## src/verilog/ahb_config.svh

```systemverilog
`ifndef AHB_CONFIG_SVH
`define AHB_CONFIG_SVH

// htrans codes.
`define TRN_IDLE   2'b00
`define TRN_NONSEQ 2'b10
`define TRN_SEQ    2'b11

// hsize code for a full word.
`define SIZ_32BIT  3'b010

// hburst codes.
`define BUR_SINGLE 3'b000
`define BUR_INCR16 3'b111

`define LINE_WORDS 16               // beats per cache line.
`define LINE_MASK  32'hffff_ffc0    // 64 byte line base.

`define MEM_WORDS  1024             // sram depth in words.

`endif

```

## src/verilog/ahb_pkg.sv

```systemverilog
`default_nettype none

package ahb_pkg;

	typedef logic [31:0] addr_t;
	typedef logic [31:0] word_t;
	typedef logic [3:0]  beat_t;    // beat within a line.
	typedef logic [1:0]  trans_t;

	typedef struct packed {
		logic       busreq;
		logic       lock;
		trans_t     trans;
		logic       write;
		logic [2:0] size;
		logic [2:0] burst;
		addr_t      addr;
		word_t      wdata;       // data phase, one cycle behind addr.
	} ahb_req_t;

	typedef struct packed {
		logic       ready;
		logic [1:0] resp;
		word_t      rdata;
	} ahb_rsp_t;

	typedef struct packed {
		logic  start;            // single cycle pulse.
		logic  write;
		addr_t addr;
		word_t wdata;
	} client_req_t;

	typedef struct packed {
		logic  beat_valid;
		logic  done;
		logic  busy;
		word_t rdata;
	} client_rsp_t;

	typedef enum logic [2:0] {
		idle,
		wait_grant,
		read_addr,
		read_seq,
		read_last,
		write_addr,
		write_data
	} master_state_t;

endpackage

`default_nettype wire

```

## src/verilog/ahb_arbiter.sv

```systemverilog
`timescale 1ns/100ps
`default_nettype none
`include "ahb_config.svh"

module ahb_arbiter (
	input  wire logic             clock,
	input  wire logic             reset,
	input  wire ahb_pkg::ahb_req_t m0_req,
	input  wire ahb_pkg::ahb_req_t m1_req,
	input  wire logic             ready,
	output logic                  m0_grant,
	output logic                  m1_grant,
	output ahb_pkg::ahb_req_t     slave_req
);

	import ahb_pkg::*;

	logic     owner;        // address phase owner.
	logic     data_owner;   // data phase owner.
	ahb_req_t own_req;
	ahb_req_t other_req;
	logic     release_bus;

	assign own_req   = owner ? m1_req : m0_req;
	assign other_req = owner ? m0_req : m1_req;

	assign m0_grant = !owner;
	assign m1_grant = owner;

	// owner idle and unlocked, so the other master takes its turn.
	assign release_bus = ready && !own_req.busreq && !own_req.lock;

	always_ff @(posedge clock) begin
		if (reset) begin
			owner      <= 1'b0;  // master 0 is the default master.
			data_owner <= 1'b0;
		end else begin
			if (ready && own_req.trans != `TRN_IDLE)
				data_owner <= owner;
			if (release_bus && other_req.busreq)
				owner <= !owner;
		end
	end

	always_comb begin
		slave_req       = own_req;
		slave_req.wdata = data_owner ? m1_req.wdata : m0_req.wdata;
	end

endmodule

`default_nettype wire

```

## config.mk

```make
export PLATFORM = sky130hd
export DESIGN_NAME = ahb_arbiter
export DESIGN_NICKNAME = d
export VERILOG_FILES = /design/src/verilog/ahb_pkg.sv /design/src/verilog/ahb_arbiter.sv
export VERILOG_INCLUDE_DIRS = /design/src /design/src/verilog
export SDC_FILE = /design/constraint.sdc
export NUM_CORES = 1
export LEC_CHECK = 0
export BUFFER_PORTS_ARGS = -buffer_cell sky130_fd_sc_hd__buf_4
export CAP_MARGIN = 20
export CORE_AREA = 2 2 90 92
export CTS_CLUSTER_SIZE = 8
export DETAILED_ROUTE_END_ITERATION = 8
export DIE_AREA = 0 0 92 94
export PLACE_DENSITY = 0.58
export SYNTH_ARGS = -nofsm -noshare
export SYNTH_HDL_FRONTEND = slang
export SYNTH_SLANG_ARGS = --single-unit
```

## constraint.sdc

```tcl
create_clock -name clock -period 2.5 [get_ports clock]
set_input_delay 0.625 -clock clock [delete_from_list [all_inputs] [get_ports clock]]
set_output_delay 0.625 -clock clock [all_outputs]
set_load 0.1 [all_outputs]
```

==> results of run 1 <==
synth_stat cells, drive strengths merged:
cell	instances	area (µm²)
o21a	1	7.51
o211a	1	10.0
nor3	1	5.00
o31ai	1	12.5
a21oi	1	5.00
mux2	75	856
buf	9	98.8
nand3b	1	7.51
dfxtp	2	40.0
inv	2	7.51
a221oi	1	15.0
registers in the layout, indices dropped and copies added (netlist names):
register and cells:
m1_grant 1, data_owner 1
routing by layer:
metal | GRT usage | vias to the layer above | wire (µm)
met5 | 0 | - | 0
met4 | 0.0448 | 0 | 81
met3 | 0.0329 | 6 | 640
met2 | 0.203 | 117 | 2940
met1 | 0.107 | 749 | 1870
li1 | - | 816 | -
layout make-up:
type | instances | area [µm²]
Tap cell | 102 | 128
Sequential cell | 2 | 41.3
Fill cell | 800 | 4700
Timing Repair Buffer | 234 | 1770
Multi-Input combinational cell | 82 | 918
Clock buffer | 3 | 41.3
Inverter | 2 | 7.51
path summary, 6_finish.rpt:
path / start / to / slack [ps]
worst max register to register: m1_grant$_SDFFE_PP0P_ / m1_grant$_SDFFE_PP0P_ / 1310
worst max-delay path: m1_grant$_SDFFE_PP0P_ / slave_req[48] / 280
worst min-delay path: reset / m1_grant$_SDFFE_PP0P_ / 580
worst min register to register: data_owner$_SDFFE_PP0P_ / data_owner$_SDFFE_PP0P_ / 680
kinds of logic after synthesis:
group	Yosys count
AO/OA/AOI/OAI	5
buffers and inverters	11
flip-flops	2
multiplexers	75
AND/OR/NAND/NOR	2
per-stage QoR:
| stage | setup WS [ps] | std cells | cell area, µm² | total power, µW | hold WS [ps] |
|---|---|---|---|---|---|
| final | 280 | 425 | 2910 | 1120 | 581 |
| after global routing | 213 | 425 | 2910 | 1150 | 577 |
| after CTS | 263 | 425 | 2910 | 1130 | 579 |
| after detailed placement | 485 | 422 | 2860 | 996 | 682 |
| after global placement | 514 | 422 | 2860 | 992 | 680 |
| after floorplan | 315 | 95 | 1070 | 691 | 684 |
report_power, final:
part	switching [µW]	internal, µW
logic	651	306
clock network	23.0	102
registers	2.52	32.8
==> impl_metrics.prom, run 1 <==
# TYPE chip_impl_metric gauge
chip_impl_metric{name="critical_path_cell_count",unit=""} 3
chip_impl_metric{name="critPathRequiredTime",unit="ps"} 1880
chip_impl_metric{name="vdd.ir_drop.worst",unit="mV"} 0.100
chip_impl_metric{name="first_pass_iters",unit=""} 2
chip_impl_metric{name="number_of_instances_in_the_synthesized_netlist",unit=""} 95
chip_impl_metric{name="fin_skew",unit="ps"} 1.08
chip_impl_metric{name="port_buffers",unit=""} 229
chip_impl_metric{name="die_h",unit="µm"} 94
chip_impl_metric{name="worst_path_largest_cell_delay",unit="ps"} 560
chip_impl_metric{name="cts.clk_slew.worst_paths",unit="ps"} 30
chip_impl_info{name="layout.cells.most_common",value="sky130_fd_sc_hd__buf_4"} 1
chip_impl_info{name="path_class",value="register to primary output"} 1
chip_impl_info{name="grt_setup_unrepaired",value="no"} 1
chip_impl_metric{name="post_synth_fa_ha_maj_area_fraction",unit=""} 0
chip_impl_metric{name="fin_util",unit=""} 0.382
chip_impl_metric{name="final_max_slew_viol_count",unit=""} 0
chip_impl_metric{name="vias_per_cell",unit=""} 3.97
chip_impl_metric{name="routed_wire_length_per_instance",unit="µm"} 13.0
chip_impl_metric{name="clock_path_buffers",unit=""} 2
chip_impl_info{name="cts_root_buffer",value="sky130_fd_sc_hd__clkbuf_8"} 1
chip_impl_metric{name="initial_utilization",unit=""} 0.140
chip_impl_metric{name="htree_levels",unit=""} 1
chip_impl_metric{name="timing.final.crit_share",unit=""} 0.888
chip_impl_info{name="timing.critical_path.max_delay_family",value="flip-flops"} 1
chip_impl_metric{name="finalSetupTns",unit="ps"} 0
chip_impl_metric{name="route.vias.total",unit=""} 1688
chip_impl_metric{name="num-nets-final",unit=""} 478
chip_impl_info{name="cp_slowest_cell",value="sky130_fd_sc_hd__dfxtp_2"} 1
chip_impl_info{name="run_status",value="complete, no violations"} 1
chip_impl_metric{name="dp_hpwl",unit="µm"} 4870
chip_impl_metric{name="fmax",unit="MHz"} 451
chip_impl_metric{name="floorplan.rows",unit=""} 32
chip_impl_info{name="worstSetupEndpointType",value="primary output"} 1
chip_impl_metric{name="leakage",unit="µW"} 0.00147
chip_impl_metric{name="remaining_drc_errors",unit=""} 0
chip_impl_metric{name="post_cts_buffers",unit=""} 0
chip_impl_metric{name="detailedRoute.firstIterationViolations",unit=""} 8
chip_impl_metric{name="worstSkewPairLatency",unit="ps"} 210
chip_impl_metric{name="ys_ff_latch",unit=""} 2
chip_impl_metric{name="post_route_cells_drive_above_1_share",unit=""} 0.975
chip_impl_metric{name="synth_mux_area_frac",unit=""} 0.804
chip_impl_metric{name="num_antenna_cells",unit=""} 0
chip_impl_metric{name="yosys_warnings",unit=""} 0
chip_impl_info{name="hp-class",value="input port to register"} 1
chip_impl_metric{name="antenna_violations_before_repair",unit=""} 0
chip_impl_metric{name="mean_instance_size_in_the_synthesized_netlist",unit="µm²"} 11.2
chip_impl_metric{name="cts_hold_repair.buffers",unit=""} 0
chip_impl_metric{name="die_width",unit="µm"} 92
chip_impl_metric{name="worstPathArrival",unit="ps"} 1590
chip_impl_info{name="main_combinational_cell_family_by_area_after_synthesis",value="multiplexers"} 1
chip_impl_metric{name="min_period",unit="ps"} 2220
chip_impl_info{name="timing.critical_path.from_type",value="register"} 1
chip_impl_metric{name="yosysSeqAreaShare",unit=""} 0.0376
chip_impl_metric{name="gr-usage-all-layers",unit=""} 0.107
chip_impl_metric{name="timing.hold.worst_path_depth",unit=""} 2
chip_impl_metric{name="design.portCount",unit=""} 230
chip_impl_metric{name="finalWirelength",unit="µm"} 5530
chip_impl_metric{name="synth-simple-area-share",unit=""} 0.0118
chip_impl_metric{name="grt.overflow.total",unit=""} 0
chip_impl_metric{name="timing.final.setup_violations",unit=""} 0
chip_impl_metric{name="crit_fanout",unit=""} 21
chip_impl_metric{name="grt_max_degree",unit=""} 27
chip_impl_metric{name="power-per-cell-area",unit="nW/µm²"} 385
chip_impl_metric{name="detail-route-antenna-nets",unit=""} 0
chip_impl_info{name="cts_tree",value="built"} 1
chip_impl_metric{name="ys_types",unit=""} 14
chip_impl_metric{name="cts_made_buffers",unit=""} 3
chip_impl_metric{name="worstPathBufferInverterCount",unit=""} 2
chip_impl_metric{name="cap_violations",unit=""} 0
chip_impl_metric{name="finalHoldViolations",unit=""} 0
chip_impl_metric{name="core_area",unit="µm²"} 7610
chip_impl_metric{name="synth_area_in_compound_gates",unit=""} 0.0470
chip_impl_metric{name="cts.sink_count",unit=""} 2
chip_impl_metric{name="cts_resized",unit=""} 0
chip_impl_info{name="mostFrequentLayoutCells",value="sky130_fd_sc_hd__buf_4 (233), sky130_fd_sc_hd__mux2_2 (72), sky130_fd_sc_hd__mux2_4 (3), sky130_fd_sc_hd__clkbuf_8 (3), sky130_fd_sc_hd__inv_1 (2)"} 1
chip_impl_metric{name="worst_slew_pin_slew",unit="ps"} 398
chip_impl_metric{name="slew-limit-headroom",unit=""} 0.734
chip_impl_metric{name="routabilityCongestion",unit=""} 0.728
chip_impl_info{name="cp_cell_instances",value="buf_12, mux2_2, buf_4"} 1
chip_impl_metric{name="syn_to_final_growth",unit="%"} 173
chip_impl_metric{name="syn-num-nets",unit=""} 248
chip_impl_metric{name="worst-r2r-cell-count",unit=""} 3
chip_impl_metric{name="synth.cell_area",unit="µm²"} 1060
chip_impl_metric{name="post_synth_xor_area_fraction",unit=""} 0
chip_impl_metric{name="grt_pass1_wl",unit="µm"} 7450
chip_impl_metric{name="grt_pass1_vias",unit=""} 1581
chip_impl_metric{name="dieArea",unit="µm²"} 8650
Power figures use the tool's default switching activity.
==> run 2, diff against run 1 <==
--- a/config.mk
+++ b/config.mk
@@ -8,11 +8,11 @@
 export LEC_CHECK = 0
 export BUFFER_PORTS_ARGS = -buffer_cell sky130_fd_sc_hd__buf_4
 export CAP_MARGIN = 20
-export CORE_AREA = 2 2 90 92
+export CORE_AREA = 2 2 89 91
 export CTS_CLUSTER_SIZE = 8
 export DETAILED_ROUTE_END_ITERATION = 8
-export DIE_AREA = 0 0 92 94
-export PLACE_DENSITY = 0.58
+export DIE_AREA = 0 0 91 93
+export PLACE_DENSITY = 0.61
 export SYNTH_ARGS = -nofsm -noshare
 export SYNTH_HDL_FRONTEND = slang
 export SYNTH_SLANG_ARGS = --single-unit
==> constraint.sdc (replaced) <==
create_clock -name clock -period 1.96 [get_ports clock]
set_input_delay 0.49 -clock clock [delete_from_list [all_inputs] [get_ports clock]]
set_output_delay 0.49 -clock clock [all_outputs]
set_load 0.1 [all_outputs]
==> run 2 against run 1 <==
Effect of this change:
- power increased by 29%
- critical path depth unchanged
- sequential power is 19% higher
- hold slack got worse by 140 ps
- sequential share of layout area is 0.066 points higher
- non-clock buffer count up 1
- wire length grew 4.9%
- setup slack worse by 200 ps
- largest cell class unchanged
- highest routed layer unchanged
==> impl_metrics.prom, run 2 (synthesis gave the netlist of run 1 again) <==
# TYPE chip_impl_metric gauge
chip_impl_metric{name="post_route_cells_drive_above_1_share",unit=""} 0.972
chip_impl_metric{name="htree_levels",unit=""} 1
chip_impl_metric{name="gr-usage-all-layers",unit=""} 0.120
chip_impl_metric{name="detail-route-antenna-nets",unit=""} 0
chip_impl_metric{name="leakage",unit="µW"} 0.00148
chip_impl_info{name="layout.cells.most_common",value="sky130_fd_sc_hd__buf_4"} 1
chip_impl_metric{name="slew-limit-headroom",unit=""} 0.808
chip_impl_metric{name="timing.final.setup_violations",unit=""} 0
chip_impl_metric{name="finalHoldViolations",unit=""} 0
chip_impl_metric{name="port_buffers",unit=""} 229
chip_impl_info{name="rr_startpoint",value="m1_grant$_SDFFE_PP0P_"} 1
chip_impl_metric{name="finalSetupTns",unit="ps"} 0
chip_impl_info{name="mostFrequentLayoutCells",value="sky130_fd_sc_hd__buf_4 (232), sky130_fd_sc_hd__mux2_2 (72), sky130_fd_sc_hd__mux2_4 (3), sky130_fd_sc_hd__clkbuf_8 (3), sky130_fd_sc_hd__buf_12 (3)"} 1
chip_impl_metric{name="worstPathArrival",unit="ps"} 1390
chip_impl_info{name="dr.max_layer_used",value="met4"} 1
chip_impl_metric{name="detailedRoute.firstIterationViolations",unit=""} 9
chip_impl_metric{name="clock_path_buffers",unit=""} 2
chip_impl_metric{name="wl_met3",unit="µm"} 614
chip_impl_metric{name="cts.sink_count",unit=""} 2
chip_impl_info{name="worstSetupEndpointType",value="primary output"} 1
chip_impl_metric{name="finalWirelength",unit="µm"} 5810
chip_impl_metric{name="grt.overflow.total",unit=""} 0
chip_impl_info{name="hp-class",value="input port to register"} 1
chip_impl_metric{name="worst-r2r-cell-count",unit=""} 4
chip_impl_metric{name="dp_hpwl",unit="µm"} 5090
chip_impl_metric{name="grt_pass1_wl",unit="µm"} 8240
chip_impl_metric{name="fmax",unit="MHz"} 533
chip_impl_metric{name="cap_violations",unit=""} 0
chip_impl_metric{name="core_area",unit="µm²"} 7530
chip_impl_metric{name="grt_pass1_vias",unit=""} 1712
chip_impl_metric{name="vias_per_cell",unit=""} 3.93
chip_impl_metric{name="syn_to_final_growth",unit="%"} 176
chip_impl_info{name="r2r-end",value="data_owner$_SDFFE_PP0P_"} 1
chip_impl_metric{name="timing.hold.worst_path_depth",unit=""} 2
chip_impl_metric{name="fin_skew",unit="ps"} 4.05
chip_impl_metric{name="first_pass_iters",unit=""} 4
chip_impl_metric{name="met2RoutedLength",unit="µm"} 3170
chip_impl_metric{name="num_antenna_cells",unit=""} 0
chip_impl_metric{name="power-per-cell-area",unit="nW/µm²"} 491
chip_impl_info{name="grt_setup_unrepaired",value="no"} 1
chip_impl_metric{name="timing.final.crit_share",unit=""} 0.957
chip_impl_metric{name="design.portCount",unit=""} 230
chip_impl_metric{name="remaining_drc_errors",unit=""} 0
chip_impl_metric{name="num-nets-final",unit=""} 479
chip_impl_metric{name="die_h",unit="µm"} 93
chip_impl_metric{name="worst_slew_pin_slew",unit="ps"} 291
chip_impl_metric{name="worst-r2r-setup-slack",unit="ps"} 990
chip_impl_info{name="worst_hold_startpoint",value="reset"} 1
chip_impl_metric{name="floorplan.rows",unit=""} 32
chip_impl_metric{name="critPathRequiredTime",unit="ps"} 1470
chip_impl_info{name="path_class",value="register to primary output"} 1
chip_impl_metric{name="cts.clk_slew.worst_paths",unit="ps"} 30
chip_impl_metric{name="vdd.ir_drop.worst",unit="mV"} 0.178
chip_impl_metric{name="min_period",unit="ps"} 1880
chip_impl_metric{name="routedLengthMet1",unit="µm"} 1940
chip_impl_metric{name="final.fill_count",unit=""} 746
chip_impl_metric{name="route.vias.total",unit=""} 1679
chip_impl_metric{name="worstSkewPairLatency",unit="ps"} 210
chip_impl_metric{name="cts_resized",unit=""} 0
chip_impl_info{name="run_status",value="complete, no violations"} 1
chip_impl_metric{name="routabilityCongestion",unit=""} 0.701
chip_impl_metric{name="crit_fanout",unit=""} 33
chip_impl_info{name="worst_hold_path.endpoint",value="m1_grant$_SDFFE_PP0P_"} 1
chip_impl_metric{name="cts_made_buffers",unit=""} 3
chip_impl_info{name="cts_root_buffer",value="sky130_fd_sc_hd__clkbuf_8"} 1
chip_impl_metric{name="antenna_violations_before_repair",unit=""} 0
chip_impl_metric{name="hold_ws",unit="ps"} 437
chip_impl_metric{name="routed_wire_length_per_instance",unit="µm"} 13.6
chip_impl_metric{name="initial_utilization",unit=""} 0.141
chip_impl_metric{name="dieArea",unit="µm²"} 8460
chip_impl_metric{name="final_max_slew_viol_count",unit=""} 0
chip_impl_info{name="timing.critical_path.from_type",value="register"} 1
chip_impl_metric{name="die_width",unit="µm"} 91
chip_impl_info{name="cts_tree",value="built"} 1
chip_impl_metric{name="grt_max_degree",unit=""} 34
-- run 2: worst max-delay path by stage --
| stage | startpoint | slack [ps] | cells after the start | end |
|---|---|---|---|---|
| 2_1_floorplan | m1_grant$_SDFFE_PP0P_ | 60 | 3 | slave_req[33] |
| 3_3_place_gp | m1_grant$_SDFFE_PP0P_ | 280 | 3 | slave_req[34] |
| 3_5_place_dp | m1_grant$_SDFFE_PP0P_ | 250 | 3 | slave_req[51] |
| 4_1_cts | m1_grant$_SDFFE_PP0P_ | 20 | 3 | slave_req[51] |
| 5_1_grt | data_owner$_SDFFE_PP0P_ | 30 | 3 | slave_req[2] |
| 6_report | data_owner$_SDFFE_PP0P_ | 80 | 3 | slave_req[27] |
-- run 2: per-layer routing --
layer / up-vias / global-route usage
met2: 115 / 0.232
met3: 6 / 0.0371
li1: 822 / -
met1: 736 / 0.120
met4: 0 / 0.0404
met5: - / 0
-- run 2: through the flow --
step           instances  cell area [µm²]  utilization  total power (µW)  setup slack [ps]
2_1_floorplan         95             1070            -               880              64.5
3_3_place_gp         421             2880        0.383              1270               276
3_5_place_dp         421             2880        0.383              1280               250
4_1_cts              425             2930        0.389              1460              21.7
5_1_grt              427             2940        0.391              1490              27.6
6_report             427             2940        0.391              1440              83.7
-- run 2: final cells by class --
class,instances,area [µm²],share of cell area
Timing Repair Buffer,235,1800,0.612
Multi-Input combinational cell,82,918,0.312
Sequential cell,2,43.8,0.0149
Clock buffer,4,45.0,0.0153
Tap cell,102,128,0.0433
Inverter,2,7.51,0.00255
-- run 2: repair_timing --
item                       CTS  global route
setup buffers                0             2
hold buffers                 0             0
setup endpoints to repair    0            12
hold endpoints to repair     0             0
-- run 2: worst max-delay path, cell delays in order (launching register included) --
cell	delay [ps]
sky130_fd_sc_hd__dfxtp_1	340
sky130_fd_sc_hd__buf_12	210
sky130_fd_sc_hd__mux2_2	370
sky130_fd_sc_hd__buf_4	240
-- run 2: report_power, final --
part,switching (µW),leakage (µW),internal (µW)
Clock,34.3,0.0000228,138
Combinational,836,0.00144,394
Sequential,1.54,0.0000169,40.8
Total,872,0.00148,573
