**src/verilog/ahb_config.svh**
```systemverilog
`ifndef AHB_CONFIG_SVH
`define AHB_CONFIG_SVH

// htrans codes.
`define TRN_IDLE   2'b00
`define TRN_NONSEQ 2'b10
`define TRN_SEQ    2'b11

// hsize code for a full word.
`define SIZ_32BIT  3'b010

// hburst codes.
`define BUR_SINGLE 3'b000
`define BUR_INCR16 3'b111

`define LINE_WORDS 16               // beats per cache line.
`define LINE_MASK  32'hffff_ffc0    // 64 byte line base.

`define MEM_WORDS  1024             // sram depth in words.

`endif

```
**src/verilog/ahb_pkg.sv**
```systemverilog
`default_nettype none

package ahb_pkg;

	typedef logic [31:0] addr_t;
	typedef logic [31:0] word_t;
	typedef logic [3:0]  beat_t;    // beat within a line.
	typedef logic [1:0]  trans_t;

	typedef struct packed {
		logic       busreq;
		logic       lock;
		trans_t     trans;
		logic       write;
		logic [2:0] size;
		logic [2:0] burst;
		addr_t      addr;
		word_t      wdata;       // data phase, one cycle behind addr.
	} ahb_req_t;

	typedef struct packed {
		logic       ready;
		logic [1:0] resp;
		word_t      rdata;
	} ahb_rsp_t;

	typedef struct packed {
		logic  start;            // single cycle pulse.
		logic  write;
		addr_t addr;
		word_t wdata;
	} client_req_t;

	typedef struct packed {
		logic  beat_valid;
		logic  done;
		logic  busy;
		word_t rdata;
	} client_rsp_t;

	typedef enum logic [2:0] {
		idle,
		wait_grant,
		read_addr,
		read_seq,
		read_last,
		write_addr,
		write_data
	} master_state_t;

endpackage

`default_nettype wire

```
**src/verilog/ahb_line_master.sv**
```systemverilog
`timescale 1ns/100ps
`default_nettype none
`include "ahb_config.svh"

module ahb_line_master (
	input  wire logic                clock,
	input  wire logic                reset,
	input  wire logic                hgrant,
	input  wire ahb_pkg::ahb_rsp_t   bus_rsp,
	input  wire ahb_pkg::client_req_t client_req,
	output ahb_pkg::client_rsp_t     client_rsp,
	output ahb_pkg::ahb_req_t        bus_req
);

	import ahb_pkg::*;

	master_state_t state;
	master_state_t next_state;
	beat_t         beat;
	addr_t         base;
	word_t         wdata_q;
	logic          write_q;
	logic          accept;
	logic          requesting;

	assign accept = (state == idle) && client_req.start;  // ignored while busy.

	always_ff @(posedge clock) begin
		if (reset) begin
			state   <= idle;
			beat    <= '0;
			write_q <= 1'b0;
		end else begin
			state <= next_state;
			if (accept)
				write_q <= client_req.write;
			if ((state == read_addr || state == read_seq) && bus_rsp.ready)
				beat <= beat + 1'b1;  // wraps to zero after the last beat.
		end
	end

	always_ff @(posedge clock) begin
		if (accept) begin
			base    <= client_req.write ? client_req.addr : (client_req.addr & `LINE_MASK);
			wdata_q <= client_req.wdata;
		end
	end

	always_comb begin
		next_state = state;
		case (state)
			idle: begin
				if (client_req.start)
					next_state = wait_grant;
			end
			wait_grant: begin
				if (hgrant && bus_rsp.ready)
					next_state = write_q ? write_addr : read_addr;
			end
			read_addr: begin
				if (bus_rsp.ready)
					next_state = read_seq;
			end
			read_seq: begin
				if (bus_rsp.ready && beat == beat_t'(`LINE_WORDS - 1))
					next_state = read_last;
			end
			read_last: begin
				if (bus_rsp.ready)
					next_state = idle;
			end
			write_addr: begin
				if (bus_rsp.ready)
					next_state = write_data;
			end
			write_data: begin
				if (bus_rsp.ready)
					next_state = idle;
			end
			default: next_state = idle;
		endcase
	end

	assign requesting = (state == wait_grant) || (state == read_addr) ||
		(state == read_seq) || (state == write_addr);

	always_comb begin
		bus_req        = '0;
		bus_req.trans  = `TRN_IDLE;
		bus_req.busreq = requesting;
		bus_req.lock   = requesting && !write_q;  // reads keep the bus for the line.
		case (state)
			read_addr, read_seq: begin
				bus_req.trans = (state == read_addr) ? `TRN_NONSEQ : `TRN_SEQ;
				bus_req.size  = `SIZ_32BIT;
				bus_req.burst = `BUR_INCR16;
				bus_req.addr  = base + {26'd0, beat, 2'b00};
			end
			write_addr: begin
				bus_req.trans = `TRN_NONSEQ;
				bus_req.write = 1'b1;
				bus_req.size  = `SIZ_32BIT;
				bus_req.burst = `BUR_SINGLE;
				bus_req.addr  = base;
			end
			write_data: begin
				bus_req.wdata = wdata_q;
			end
			default: begin
				bus_req.trans = `TRN_IDLE;
			end
		endcase
	end

	// read data phases complete in read_seq and read_last.
	always_comb begin
		client_rsp.beat_valid = bus_rsp.ready && (state == read_seq || state == read_last);
		client_rsp.done       = bus_rsp.ready && (state == read_last || state == write_data);
		client_rsp.busy       = (state != idle);
		client_rsp.rdata      = bus_rsp.rdata;
	end

endmodule

`default_nettype wire

```
**config.mk**
```make
export PLATFORM = sky130hd
export DESIGN_NAME = ahb_line_master
export DESIGN_NICKNAME = d
export VERILOG_FILES = /design/src/verilog/ahb_pkg.sv /design/src/verilog/ahb_line_master.sv
export VERILOG_INCLUDE_DIRS = /design/src /design/src/verilog
export SDC_FILE = /design/constraint.sdc
export NUM_CORES = 1
export LEC_CHECK = 0
export BUFFER_PORTS_ARGS = -buffer_cell sky130_fd_sc_hd__buf_2
export CORE_UTILIZATION = 46
export DETAILED_ROUTE_END_ITERATION = 7
export GPL_TIMING_DRIVEN = 1
export PLACE_DENSITY = 0.91
export SLEW_MARGIN = 10
export SYNTH_ARGS = -nofsm -noshare
export SYNTH_HDL_FRONTEND = slang
export SYNTH_SLANG_ARGS = --single-unit
```
**constraint.sdc**
```tcl
create_clock -name clock -period 5.2 [get_ports clock]
set_input_delay 0.52 -clock clock [delete_from_list [all_inputs] [get_ports clock]]
set_output_delay 0.52 -clock clock [all_outputs]
set_load 0.1 [all_outputs]
```
==> results of run 1 <==
## flip-flops by register name (all words and copies together) (netlist names)
name	count
state	3
write_q	1
beat	4
wdata_q	32
base	32
## layout by cell type, fill, tap and decap left out, types with 4 or more instances in the layout
cell      instances
a21o_1            5
a21oi_1          11
a31oi_1          16
and2_1           44
and3_1           11
and4_1            4
buf_2           145
clkbuf_8          9
dfxtp_1           8
edfxtp_1         64
ha_1              5
inv_1             8
nand2_1          27
nand2b_1          4
nand3_1          14
nand4_1          13
nor2_1            7
nor3_1            6
nor4_1            4
o211ai_1          4
o21ai_0          15
o311ai_0          5
## cells by family (layout without fill, tap and decap cells)
| group | Yosys count | after routing | share of synthesized area [%] |
|---|---|---|---|
| compound gates | 96 | 96 | 16.32 |
| xor+xnor | 3 | 3 | 0.6277 |
| fa+ha+maj | 6 | 6 | 1.973 |
| buf+inv | 68 | 172 | 9.892 |
| flops | 72 | 72 | 49.73 |
| mux | 2 | 2 | 0.4782 |
| other cells | 1 | 2 | 0.08957 |
| simple gates | 150 | 150 | 20.89 |
## report_power, final
part | leakage (uW) | total [uW] | internal, uW | switching, uW
combinational | 0.00140 | 1200 | 210 | 989
sequential | 0.000678 | 919 | 807 | 112
clock | 0.0000850 | 408 | 180 | 228
## path summary, 6_finish.rpt
| check | endpoint | slack (ns) | cells after the start | startpoint |
|---|---|---|---|---|
| setup / recovery | bus_req[60] | 1.43 | 7 | state[1] |
| hold / removal | base[16] | 0.34 | 1 | client_req[48] |
| setup reg to reg | beat[3] | 2.70 | 6 | state[1] |
| hold reg to reg | beat[3] | 0.52 | 2 | beat[3] |
## final cells by class
type | count | share of cell area, %
sequential | 72 | 42.59
inverter | 8 | 0.6143
clock inverter | 6 | 1.075
tap | 108 | 2.764
timing repair buffer | 148 | 15.31
clock buffer | 10 | 2.611
multi-input combinational | 259 | 35.04
## worst reg2reg max path: stages (launching register included)
cell and delay [ns]:
dfxtp_1 0.53, or2b_4 0.43, inv_1 0.43, buf_4 0.37, nand2_1 0.17, or3_1 0.37
a21oi_1 0.14
## per-layer routing
layer  vias up  routed length (microns)  part of all wire [%]  track usage, %
met5         -                        0                     0               0
li1       1674                        -                     -               -
met3        56                     1192                    10           6.331
met1      1723                     4191                    36           26.33
met2       246                     5811                    50           41.53
met4         0                      523                   4.5           14.03
## metrics by stage
stage	utilization [%]	cells	area [sq um]	hold WS, ns
floorplan	-	399	4190	0.4755
global placement	53.66	595	4702	0.4994
detailed placement	53.66	595	4702	0.5139
CTS	55.71	611	4882	0.3231
global route	55.78	611	4888	0.3255
finish	55.78	611	4888	0.3355
==> out/results.tsv, run 1 <==
stage	metric	value	unit
status	status	complete, no violations	
placed_design	Detail Placement HPWL	8694	microns
cts	number of H-tree levels	3	
sta	Sum Neg Setup Slack	0	ns
sta	Setup WS post-layout	1.429	ns
hold_path	worst hold path type	in2reg	
yosys	number of flops mapped to enable cells by yosys	64	
worst_setup_path	sequence of cells on the critical path	or2b_4 -> inv_1 -> buf_4 -> o21ai_0 -> or4_1 -> nand3_1 -> buf_2	
cells_and_area	layout cell share with drive strength beyond 1	34.99	%
cts	clk_lat worst skew	0.35	ns
yosys	register bit count reported by yosys	72	
die	FP Rows	34	
die	chip width	97.40	microns
worst_setup_path	CP Capture Type	primary output	
worst_setup_path	type of origin of the critical path	register	
grt	largest net degree at the start of global routing	66	
routing	remaining antenna violation count	0	
cts	clock tree buffer depth	2	
grt	gr usage total	23.97	%
yosys	Synth area leader	edfxtp_1	
cells_and_area	storage element area	2082	sq um
sta	worst-margin pin slew	0.9686	ns
worst_setup_path	WP buf/inv	3	
power	Static Leak	0.002162	uW
placed_design	pre-CTS setup slack	1.860	ns
die	die area	9487	sq um
routing	DRC viols	0	
grt	vias in the first global route	3557	
cts	CTS buffer count	9	
die	die height	97.40	microns
cts	CTS tree	built	
yosys	Yosys top cell area share	45.91	%
sta	final hold violation count	0	
cts	CTS Root Cell	clkbuf_8	
yosys	top-count cell post-synth	edfxtp_1	
cts	post-CTS sizing	0	
flow_run	max cap viols	0	
placed_design	final RePlAce weighted congestion	0.9144	
yosys	FFs w/ async S/R, synth	0	%
cells_and_area	Area Overhead vs Synth	16.77	%
grt	Congestion Overflow GR	0	
routing	Routed WL	11720	microns
cells_and_area	ANT cells	0	
grt	initial antenna violation count	0	
yosys	synth unique cells	62	
yosys	largest cells by area after synthesis	edfxtp_1, buf_4, and2_1	
die	IO Pins	214	
worst_setup_path	CP Max Fanout	26	
worst_setup_path	cell family with most CP delay	buffers and inverters	
sta	Final min period	3.771	ns
routing	TritonRoute pass-1 iters	5	
placed_design	Port Buffer Count	145	
power	overall power	2526	uW
sta	ratio of final minimum period to clock period	72.52	%
cts	setup bufs post-CTS	0	
sta	Worst Skew	0.007540	ns
worst_setup_path	WP data arrival	3.25	ns
routing	via count	3699	
sta	fin. max-slew vios	0	
yosys	Seq/Total Area, Yosys	49.73	%
worst_setup_path	Largest stage delay, worst path	0.53	ns
power	Power Dens Cells	516.7	nW/um^2
yosys	dominant synthesized flop cell	edfxtp_1	
sta	RSZ-0062 raised after global routing	no	
worst_setup_path	slowest CP cell	dfxtp_1	
cts	TritonCTS Sinks	72	
sta	achievable frequency	0.2652	GHz
cts	Reg clk slew, reported paths	0.08	ns
worst_setup_path	WP data required	4.68	ns
yosys	Synth Cell Area	4187	sq um
cells_and_area	area of the multi-input gates	1713	sq um
die	Initial Utilization	47.77	%
grt	first-pass GRT wire length	17770	microns
yosys	Post-Syn Area per Cell	10.52	sq um
cells_and_area	nets	608	
cts	CTS Hold Buffers Added	0	
routing	Vias per Instance	6.054	
routing	routed length per placed instance	19.18	microns
sta	Worst slew margin	35.04	%
routing	starting DRC count in detailed routing	333	
sta	final setup vio count	0	
yosys	YS warnings	0	
yosys	synth cell count leaders	edfxtp_1, and2_1, buf_4, nand2_1, a31oi_1	
yosys	Post-Synthesis Cells	398	
worst_setup_path	crit path kind	reg2out	
power	Max VDD drop	0.0003233	V
cells_and_area	fill count	785	
die	core box area	8763	sq um
(Power assumes the default switching activity.)
==> inputs of run 2 (changes only) <==
--- a/config.mk
+++ b/config.mk
@@ -6,11 +6,12 @@
 export SDC_FILE = /design/constraint.sdc
 export NUM_CORES = 1
 export LEC_CHECK = 0
+export ABC_AREA = 1
 export BUFFER_PORTS_ARGS = -buffer_cell sky130_fd_sc_hd__buf_2
-export CORE_UTILIZATION = 46
+export CORE_UTILIZATION = 47
 export DETAILED_ROUTE_END_ITERATION = 7
 export GPL_TIMING_DRIVEN = 1
-export PLACE_DENSITY = 0.91
+export PLACE_DENSITY = 0.92
 export SLEW_MARGIN = 10
 export SYNTH_ARGS = -nofsm -noshare
 export SYNTH_HDL_FRONTEND = slang
==> constraint.sdc (replaced) <==
create_clock -name clock -period 3.5 [get_ports clock]
set_input_delay 0.35 -clock clock [delete_from_list [all_inputs] [get_ports clock]]
set_output_delay 0.35 -clock clock [all_outputs]
set_load 0.1 [all_outputs]
==> out/results.tsv, run 2 <==
stage	metric	value	unit	change
yosys	dominant synthesized flop cell	edfxtp_1		
sta	achievable frequency	0.3329	GHz	
sta	Worst slew margin	34.28	%	-0.76 points
worst_setup_path	crit path from	base[5]		
worst_setup_path	type of origin of the critical path	register		
placed_design	placed cell count	762		+28%
cts	CTS tree	built		
cts	CTS Root Cell	clkbuf_8		
cells_and_area	design area	5062	sq um	+3.6%
grt	initial antenna violation count	0		unchanged
worst_setup_path	CP endpoint	bus_req[48]		
sta	worst-margin pin slew	0.9834	ns	+0.01482 ns
worst_setup_path	flop-to-flop setup slack	1.50	ns	-1.20 ns
yosys	synth unique cells	37		-40%
sta	final hold violation count	0		unchanged
yosys	Post-Synthesis Cells	554		+39%
placed_design	final RePlAce weighted congestion	0.9373		+2.5%
cts	number of H-tree levels	3		unchanged
worst_setup_path	WP data required	3.15	ns	-1.53 ns
yosys	FFs w/ async S/R, synth	0	%	unchanged
cells_and_area	Area Overhead vs Synth	16.84	%	about the same
worst_setup_path	WP buf/inv	1		-2
cts	CTS buffer count	9		unchanged
die	die area	9607	sq um	+1.3%
flow_run	max cap viols	0		unchanged
placed_design	Post-DP Area	4876	sq um	+3.7%
sta	Worst Skew	0.008715	ns	+0.001175 ns
yosys	top-count cell post-synth	nand2_1		
cells_and_area	Largest regs	base: 32 flops, wdata_q: 32 flops, beat: 4 flops		
worst_setup_path	sequence of cells on the critical path	ha_1 -> a21oi_1 -> o21ai_0 -> nand3_1 -> a21oi_1 -> buf_2		
routing	via count	3907		+5.6%
routing	remaining antenna violation count	0		unchanged
sta	RSZ-0062 raised after global routing	no		
routing	TritonRoute pass-1 iters	8		+3
worst_setup_path	CP dominant cell by count	a21oi_1		
cts	CTS Hold Buffers Added	0		unchanged
cells_and_area	nets	775		+27%
worst_setup_path	slowest CP cell	o21ai_0		
cells_and_area	ANT cells	0		unchanged
routing	Routed WL	11110	microns	-5.2%
grt	first-pass GRT wire length	17220	microns	-3.1%
status	failing checks	design-rule violations		
cells_and_area	layout cell share with drive strength beyond 1	26.27	%	-8.7 points
yosys	Synth area leader	edfxtp_1		
die	die height	98.02	microns	+0.63%
worst_setup_path	cell family with most CP delay	compound AO/OA/AOI/OAI gates		
power	Static Leak	0.002579	uW	+19%
routing	routed length per placed instance	14.28	microns	-26%
yosys	Yosys top cell area share	44.35	%	-1.6 points
cts	clk_lat worst skew	0.35	ns	about the same
power	Power Dens Cells	894.1	nW/um^2	+73%
yosys	Seq/Total Area, Yosys	48.05	%	-1.7 points
status	status	finished, violations left		
worst_setup_path	r2r startpoint	state[2]		
cts	setup bufs post-CTS	0		unchanged
cells_and_area	most common cell after layout, fill and taps aside	buf_2		
cts	post-CTS sizing	0		unchanged
placed_design	Port Buffer Count	145		unchanged
sta	Sum Neg Setup Slack	0	ns	unchanged
cts	TritonCTS Sinks	72		unchanged
sta	fin. max-slew vios	0		unchanged
cells_and_area	fin cells	778		+27%
grt	largest net degree at the start of global routing	35		-47%
yosys	synth cell count leaders	nand2_1, inv_1, nor2_1, edfxtp_1, buf_4		
grt	vias in the first global route	3706		+4.2%
worst_setup_path	WP data arrival	2.65	ns	-0.60 ns
cts	Reg clk slew, reported paths	0.09	ns	about the same
yosys	largest cells by area after synthesis	edfxtp_1, nand2_1, inv_1		
yosys	Synth Cell Area	4333	sq um	+3.5%
grt	Congestion Overflow GR	0		unchanged
cts	clock tree buffer depth	2		unchanged
die	FP Rows	34		unchanged
yosys	register bit count reported by yosys	72		unchanged
sta	final setup vio count	0		unchanged
die	chip width	98.02	microns	+0.63%
yosys	number of flops mapped to enable cells by yosys	64		unchanged
worst_setup_path	crit path kind	reg2out		
cells_and_area	most frequent cells in the layout	buf_2, nand2_1, inv_1		
hold_path	worst hold path type	in2reg		
routing	starting DRC count in detailed routing	311		-6.6%
die	Initial Utilization	49.20	%	+1.4 points
sta	ratio of final minimum period to clock period	85.83	%	
yosys	YS warnings	0		unchanged
sta	Final min period	3.004	ns	
worst_setup_path	Crit Reg-Reg Endpoint	wdata_q[21]		
die	IO Pins	214		unchanged
worst_setup_path	CP Capture Type	primary output		
power	Max VDD drop	0.0006104	V	+89%
grt	gr usage total	23.12	%	-0.85 points
yosys	Post-Syn Area per Cell	7.821	sq um	-26%
worst_setup_path	CP Max Fanout	5		-81%
placed_design	Detail Placement HPWL	8548	microns	-1.7%
worst_setup_path	reg2reg path depth	6		unchanged
die	core box area	8806	sq um	+0.49%
routing	Vias per Instance	5.022		-17%
routing	DRC viols	18		+18
worst_setup_path	number of cells on the critical path	6		-1
worst_setup_path	Largest stage delay, worst path	0.54	ns	about the same
==> run 2: kinds of logic after synthesis <==
family	count (synthesis)	synth area share, %
adders and majority gates	6	1.906
buffers and inverters	139	16.14
and+or+nand+nor	283	26.97
DFF	72	48.05
xor gates and xnor gates	2	0.4043
AOI/OAI and AO/OA	51	6.440
other	1	0.08655
==> run 2: layout make-up <==
class / count / area (sq um)
clock buffer: 10 / 127.6
clock inverter: 6 / 58.81
fill: 770 / 3744
inverter: 91 / 344.1
multi-input combinational: 344 / 1562
sequential: 72 / 2082
tap: 108 / 135.1
timing repair buffer: 147 / 753.2
==> run 2: worst reg2reg max path: stages (launching register included) <==
cell and delay, ns:
dfxtp_1 0.40, inv_2 0.13, nand2_1 0.07, nor2_1 0.16, nand2_1 0.12, inv_2 0.50
buf_12 0.30
==> run 2: worst min-delay path by stage <==
stage	startpoint	end	depth (start not counted)
6_report	client_req[61]	base[29]	1
5_1_grt	client_req[63]	base[31]	1
4_1_cts	client_req[60]	base[28]	1
3_5_place_dp	beat[0]	beat[0]	2
3_3_place_gp	beat[0]	beat[0]	2
2_1_floorplan	reset	state[2]	1
==> run 2: through the flow <==
step | worst slack [ns] | hold slack [ns] | power (uW) | utilization [%]
floorplan | 0.01203 | 0.4191 | 3697 | -
global placement | 0.8756 | 0.4764 | 3876 | 55.37
detailed placement | 0.8659 | 0.4911 | 3910 | 55.37
CTS | 0.4930 | 0.1669 | 4528 | 57.49
global route | 0.3460 | 0.1667 | 4716 | 57.49
finish | 0.4961 | 0.1706 | 4526 | 57.49
==> run 2: routing by layer <==
layer | track usage, % | up-vias | share of wire (%)
li1 | - | 1937 | -
met5 | 0 | - | 0
met3 | 6.442 | 39 | 10
met4 | 14.10 | 0 | 3.9
met2 | 40.36 | 210 | 49
met1 | 24.84 | 1721 | 37
==> run 2: power breakdown <==
group / internal, uW / total, uW / switching, uW
sequential: 1200 / 1340 / 145
clock: 326 / 630 / 305
combinational: 389 / 2550 / 2160
==> inputs of run 3 (changes only) <==
--- a/config.mk
+++ b/config.mk
@@ -9,9 +9,10 @@
 export ABC_AREA = 1
 export BUFFER_PORTS_ARGS = -buffer_cell sky130_fd_sc_hd__buf_2
 export CORE_UTILIZATION = 47
+export CTS_BUF_LIST = sky130_fd_sc_hd__clkbuf_8 sky130_fd_sc_hd__clkbuf_16
 export DETAILED_ROUTE_END_ITERATION = 7
-export GPL_TIMING_DRIVEN = 1
-export PLACE_DENSITY = 0.92
+export GPL_TIMING_DRIVEN = 0
+export PLACE_DENSITY = 0.82
 export SLEW_MARGIN = 10
 export SYNTH_ARGS = -nofsm -noshare
 export SYNTH_HDL_FRONTEND = slang
==> out/results.tsv, run 3 (synthesis gave the netlist of run 2 again) <==
stage	metric	value	unit	change
status	status	finished, violations left		
status	failing checks	design-rule violations		
grt	vias in the first global route	4033		+8.8%
die	core box area	8806	sq um	unchanged
die	FP Rows	34		unchanged
cells_and_area	layout cell share with drive strength beyond 1	33.91	%	+7.6 points
routing	via count	4210		+7.8%
hold_path	Worst Hold End	base[10]		
worst_setup_path	reg2reg path depth	7		+1
cts	post-CTS sizing	0		unchanged
worst_setup_path	CP Capture Type	primary output		
sta	RSZ-0062 raised after global routing	no		
cells_and_area	most frequent cells in the layout	buf_2, nand2_1, inv_1		
cts	clk_lat worst skew	0.34	ns	about the same
worst_setup_path	type of origin of the critical path	register		
cts	CTS Hold Buffers Added	0		unchanged
cts	CTS Root Cell	clkbuf_8		
cells_and_area	most common cell after layout, fill and taps aside	buf_2		
die	Initial Utilization	49.20	%	unchanged
sta	Worst slew margin	54.76	%	+20 points
placed_design	Port Buffer Count	177		+22%
routing	TritonRoute pass-1 iters	8		unchanged
worst_setup_path	CP dominant cell by count	o21ai_0		
worst_setup_path	WP data arrival	2.67	ns	+0.02 ns
cts	setup bufs post-CTS	0		unchanged
routing	WL met1	4532	microns	+11%
cells_and_area	nets	854		+10%
routing	met2 routed WL	5638	microns	+3.4%
cts	clock tree buffer depth	2		unchanged
flow_run	max cap viols	0		unchanged
cells_and_area	ANT cells	0		unchanged
routing	remaining antenna violation count	0		unchanged
grt	first-pass GRT wire length	17710	microns	+2.9%
die	IO Pins	214		unchanged
placed_design	pre-CTS setup slack	0.8811	ns	+0.01524 ns
sta	final setup vio count	0		unchanged
sta	Worst Skew	0.01660	ns	+0.007888 ns
hold_path	worst hold path type	in2reg		
worst_setup_path	Largest stage delay, worst path	0.48	ns	-0.06 ns
routing	top sig layer	met4		
worst_setup_path	WP data required	3.15	ns	about the same
routing	DRC viols	18		unchanged
hold_path	hold depth	1		unchanged
cells_and_area	utilization after layout	63.64	%	+6.2 points
cells_and_area	Area Overhead vs Synth	29.34	%	
placed_design	final RePlAce weighted congestion	0.9092		-3.0%
grt	initial antenna violation count	0		unchanged
power	Max VDD drop	0.0004874	V	-20%
sta	ratio of final minimum period to clock period	86.29	%	+0.47 points
grt	Congestion Overflow GR	0		unchanged
sta	final hold violation count	0		unchanged
sta	Sum Neg Setup Slack	0	ns	unchanged
cts	CTS buffer count	9		unchanged
worst_setup_path	flop-to-flop setup slack	1.51	ns	about the same
worst_setup_path	crit path kind	reg2out		
power	Power Dens Cells	870.2	nW/um^2	-2.7%
sta	Final min period	3.020	ns	+0.01630 ns
power	Static Leak	0.002944	uW	+14%
worst_setup_path	r2r startpoint	state[2]		
cts	CTS tree	built		
sta	achievable frequency	0.3311	GHz	-0.54%
routing	starting DRC count in detailed routing	232		-25%
grt	gr usage total	23.34	%	+0.22 points
cts	number of H-tree levels	3		unchanged
routing	WL met3	953	microns	-16%
hold_path	Hold Crit Start	client_req[42]		
worst_setup_path	CP Max Fanout	5		unchanged
grt	largest net degree at the start of global routing	40		+14%
placed_design	Detail Placement HPWL	9129	microns	+6.8%
die	die height	98.02	microns	unchanged
cells_and_area	Largest regs	base: 32 flops, wdata_q: 32 flops, beat: 4 flops		
die	die area	9607	sq um	unchanged
sta	Setup WS post-layout	0.4798	ns	-0.01630 ns
routing	Routed WL	11380	microns	+2.4%
worst_setup_path	slowest CP cell	buf_2		
sta	fin. max-slew vios	0		unchanged
worst_setup_path	sequence of cells on the critical path	ha_1 -> fa_1 -> inv_1 -> o21ai_0 -> nand2_1 -> o21ai_0 -> a22oi_1 -> buf_2		
cts	Reg clk slew, reported paths	0.09	ns	about the same
routing	Vias per Instance	4.912		-2.2%
power	overall power	4877	uW	+7.7%
cts	TritonCTS Sinks	72		unchanged
die	chip width	98.02	microns	unchanged
routing	routed length per placed instance	13.27	microns	-7.1%
sta	worst-margin pin slew	0.6714	ns	-0.3119 ns
worst_setup_path	Crit Reg-Reg Endpoint	base[20]		
==> run 3: cell types whose count changed in the layout (fill, tap and decap cells not counted), moves of 2 or more <==
cell / before / now
buf_2: 145 / 180
clkbuf_1: 1 / 3
buf_4: 1 / 39
clkinv_1: 2 / 0
buf_6: 0 / 2
==> run 3: critical path: cells and delay by family, from the launching register on <==
family / cells / cell delay [ns]
AO/OA/AOI/OAI: 3 / 0.51
AND/OR/NAND/NOR: 1 / 0.17
flip-flops: 1 / 0.40
adder cells (fa/ha/maj): 2 / 0.66
buffers and inverters: 2 / 0.58
==> run 3: worst max path at each step <==
stage	end	slack, ns	startpoint
final	bus_req[42]	0.48	base[2]
after CTS	bus_req[42]	0.49	base[2]
after global placement	base[29]	0.53	state[2]
after detailed placement	bus_req[42]	0.88	base[2]
after floorplan	bus_req[37]	0.01	base[3]
after global routing	bus_req[42]	0.20	beat[0]
==> run 3: power by group <==
| part | switching (uW) | internal (uW) | leakage (uW) |
|---|---|---|---|
| clock network | 315 | 402 | 0.000107 |
| logic | 2340 | 483 | 0.00217 |
| registers | 141 | 1200 | 0.000671 |
==> run 3: final cells by class <==
| class | instances | area [sq um] |
|---|---|---|
| buffer | 48 | 355.3 |
| clock buffer | 9 | 123.9 |
| clock inverter | 7 | 96.34 |
| fill | 784 | 3202 |
| inverter | 91 | 344.1 |
| multi-input combinational | 344 | 1562 |
| sequential | 72 | 2082 |
| tap | 108 | 135.1 |
| timing repair buffer | 178 | 905.9 |
==> run 3: metal layers <==
metal | up-vias | global-route usage [%]
met1 | 1891 | 25.73
met4 | 0 | 7.692
li1 | 2096 | -
met5 | - | 0
met2 | 201 | 43.28
met3 | 22 | 6.156
==> run 3: per-stage QoR <==
| step | hold WS (ns) | std cells | instance area (sq um) |
|---|---|---|---|
| after floorplan | 0.4191 | 555 | 4343 |
| after global placement | 0.4698 | 840 | 5364 |
| after detailed placement | 0.4898 | 841 | 5384 |
| after CTS | 0.1627 | 857 | 5604 |
| after global routing | 0.1605 | 857 | 5604 |
| final | 0.1805 | 857 | 5604 |
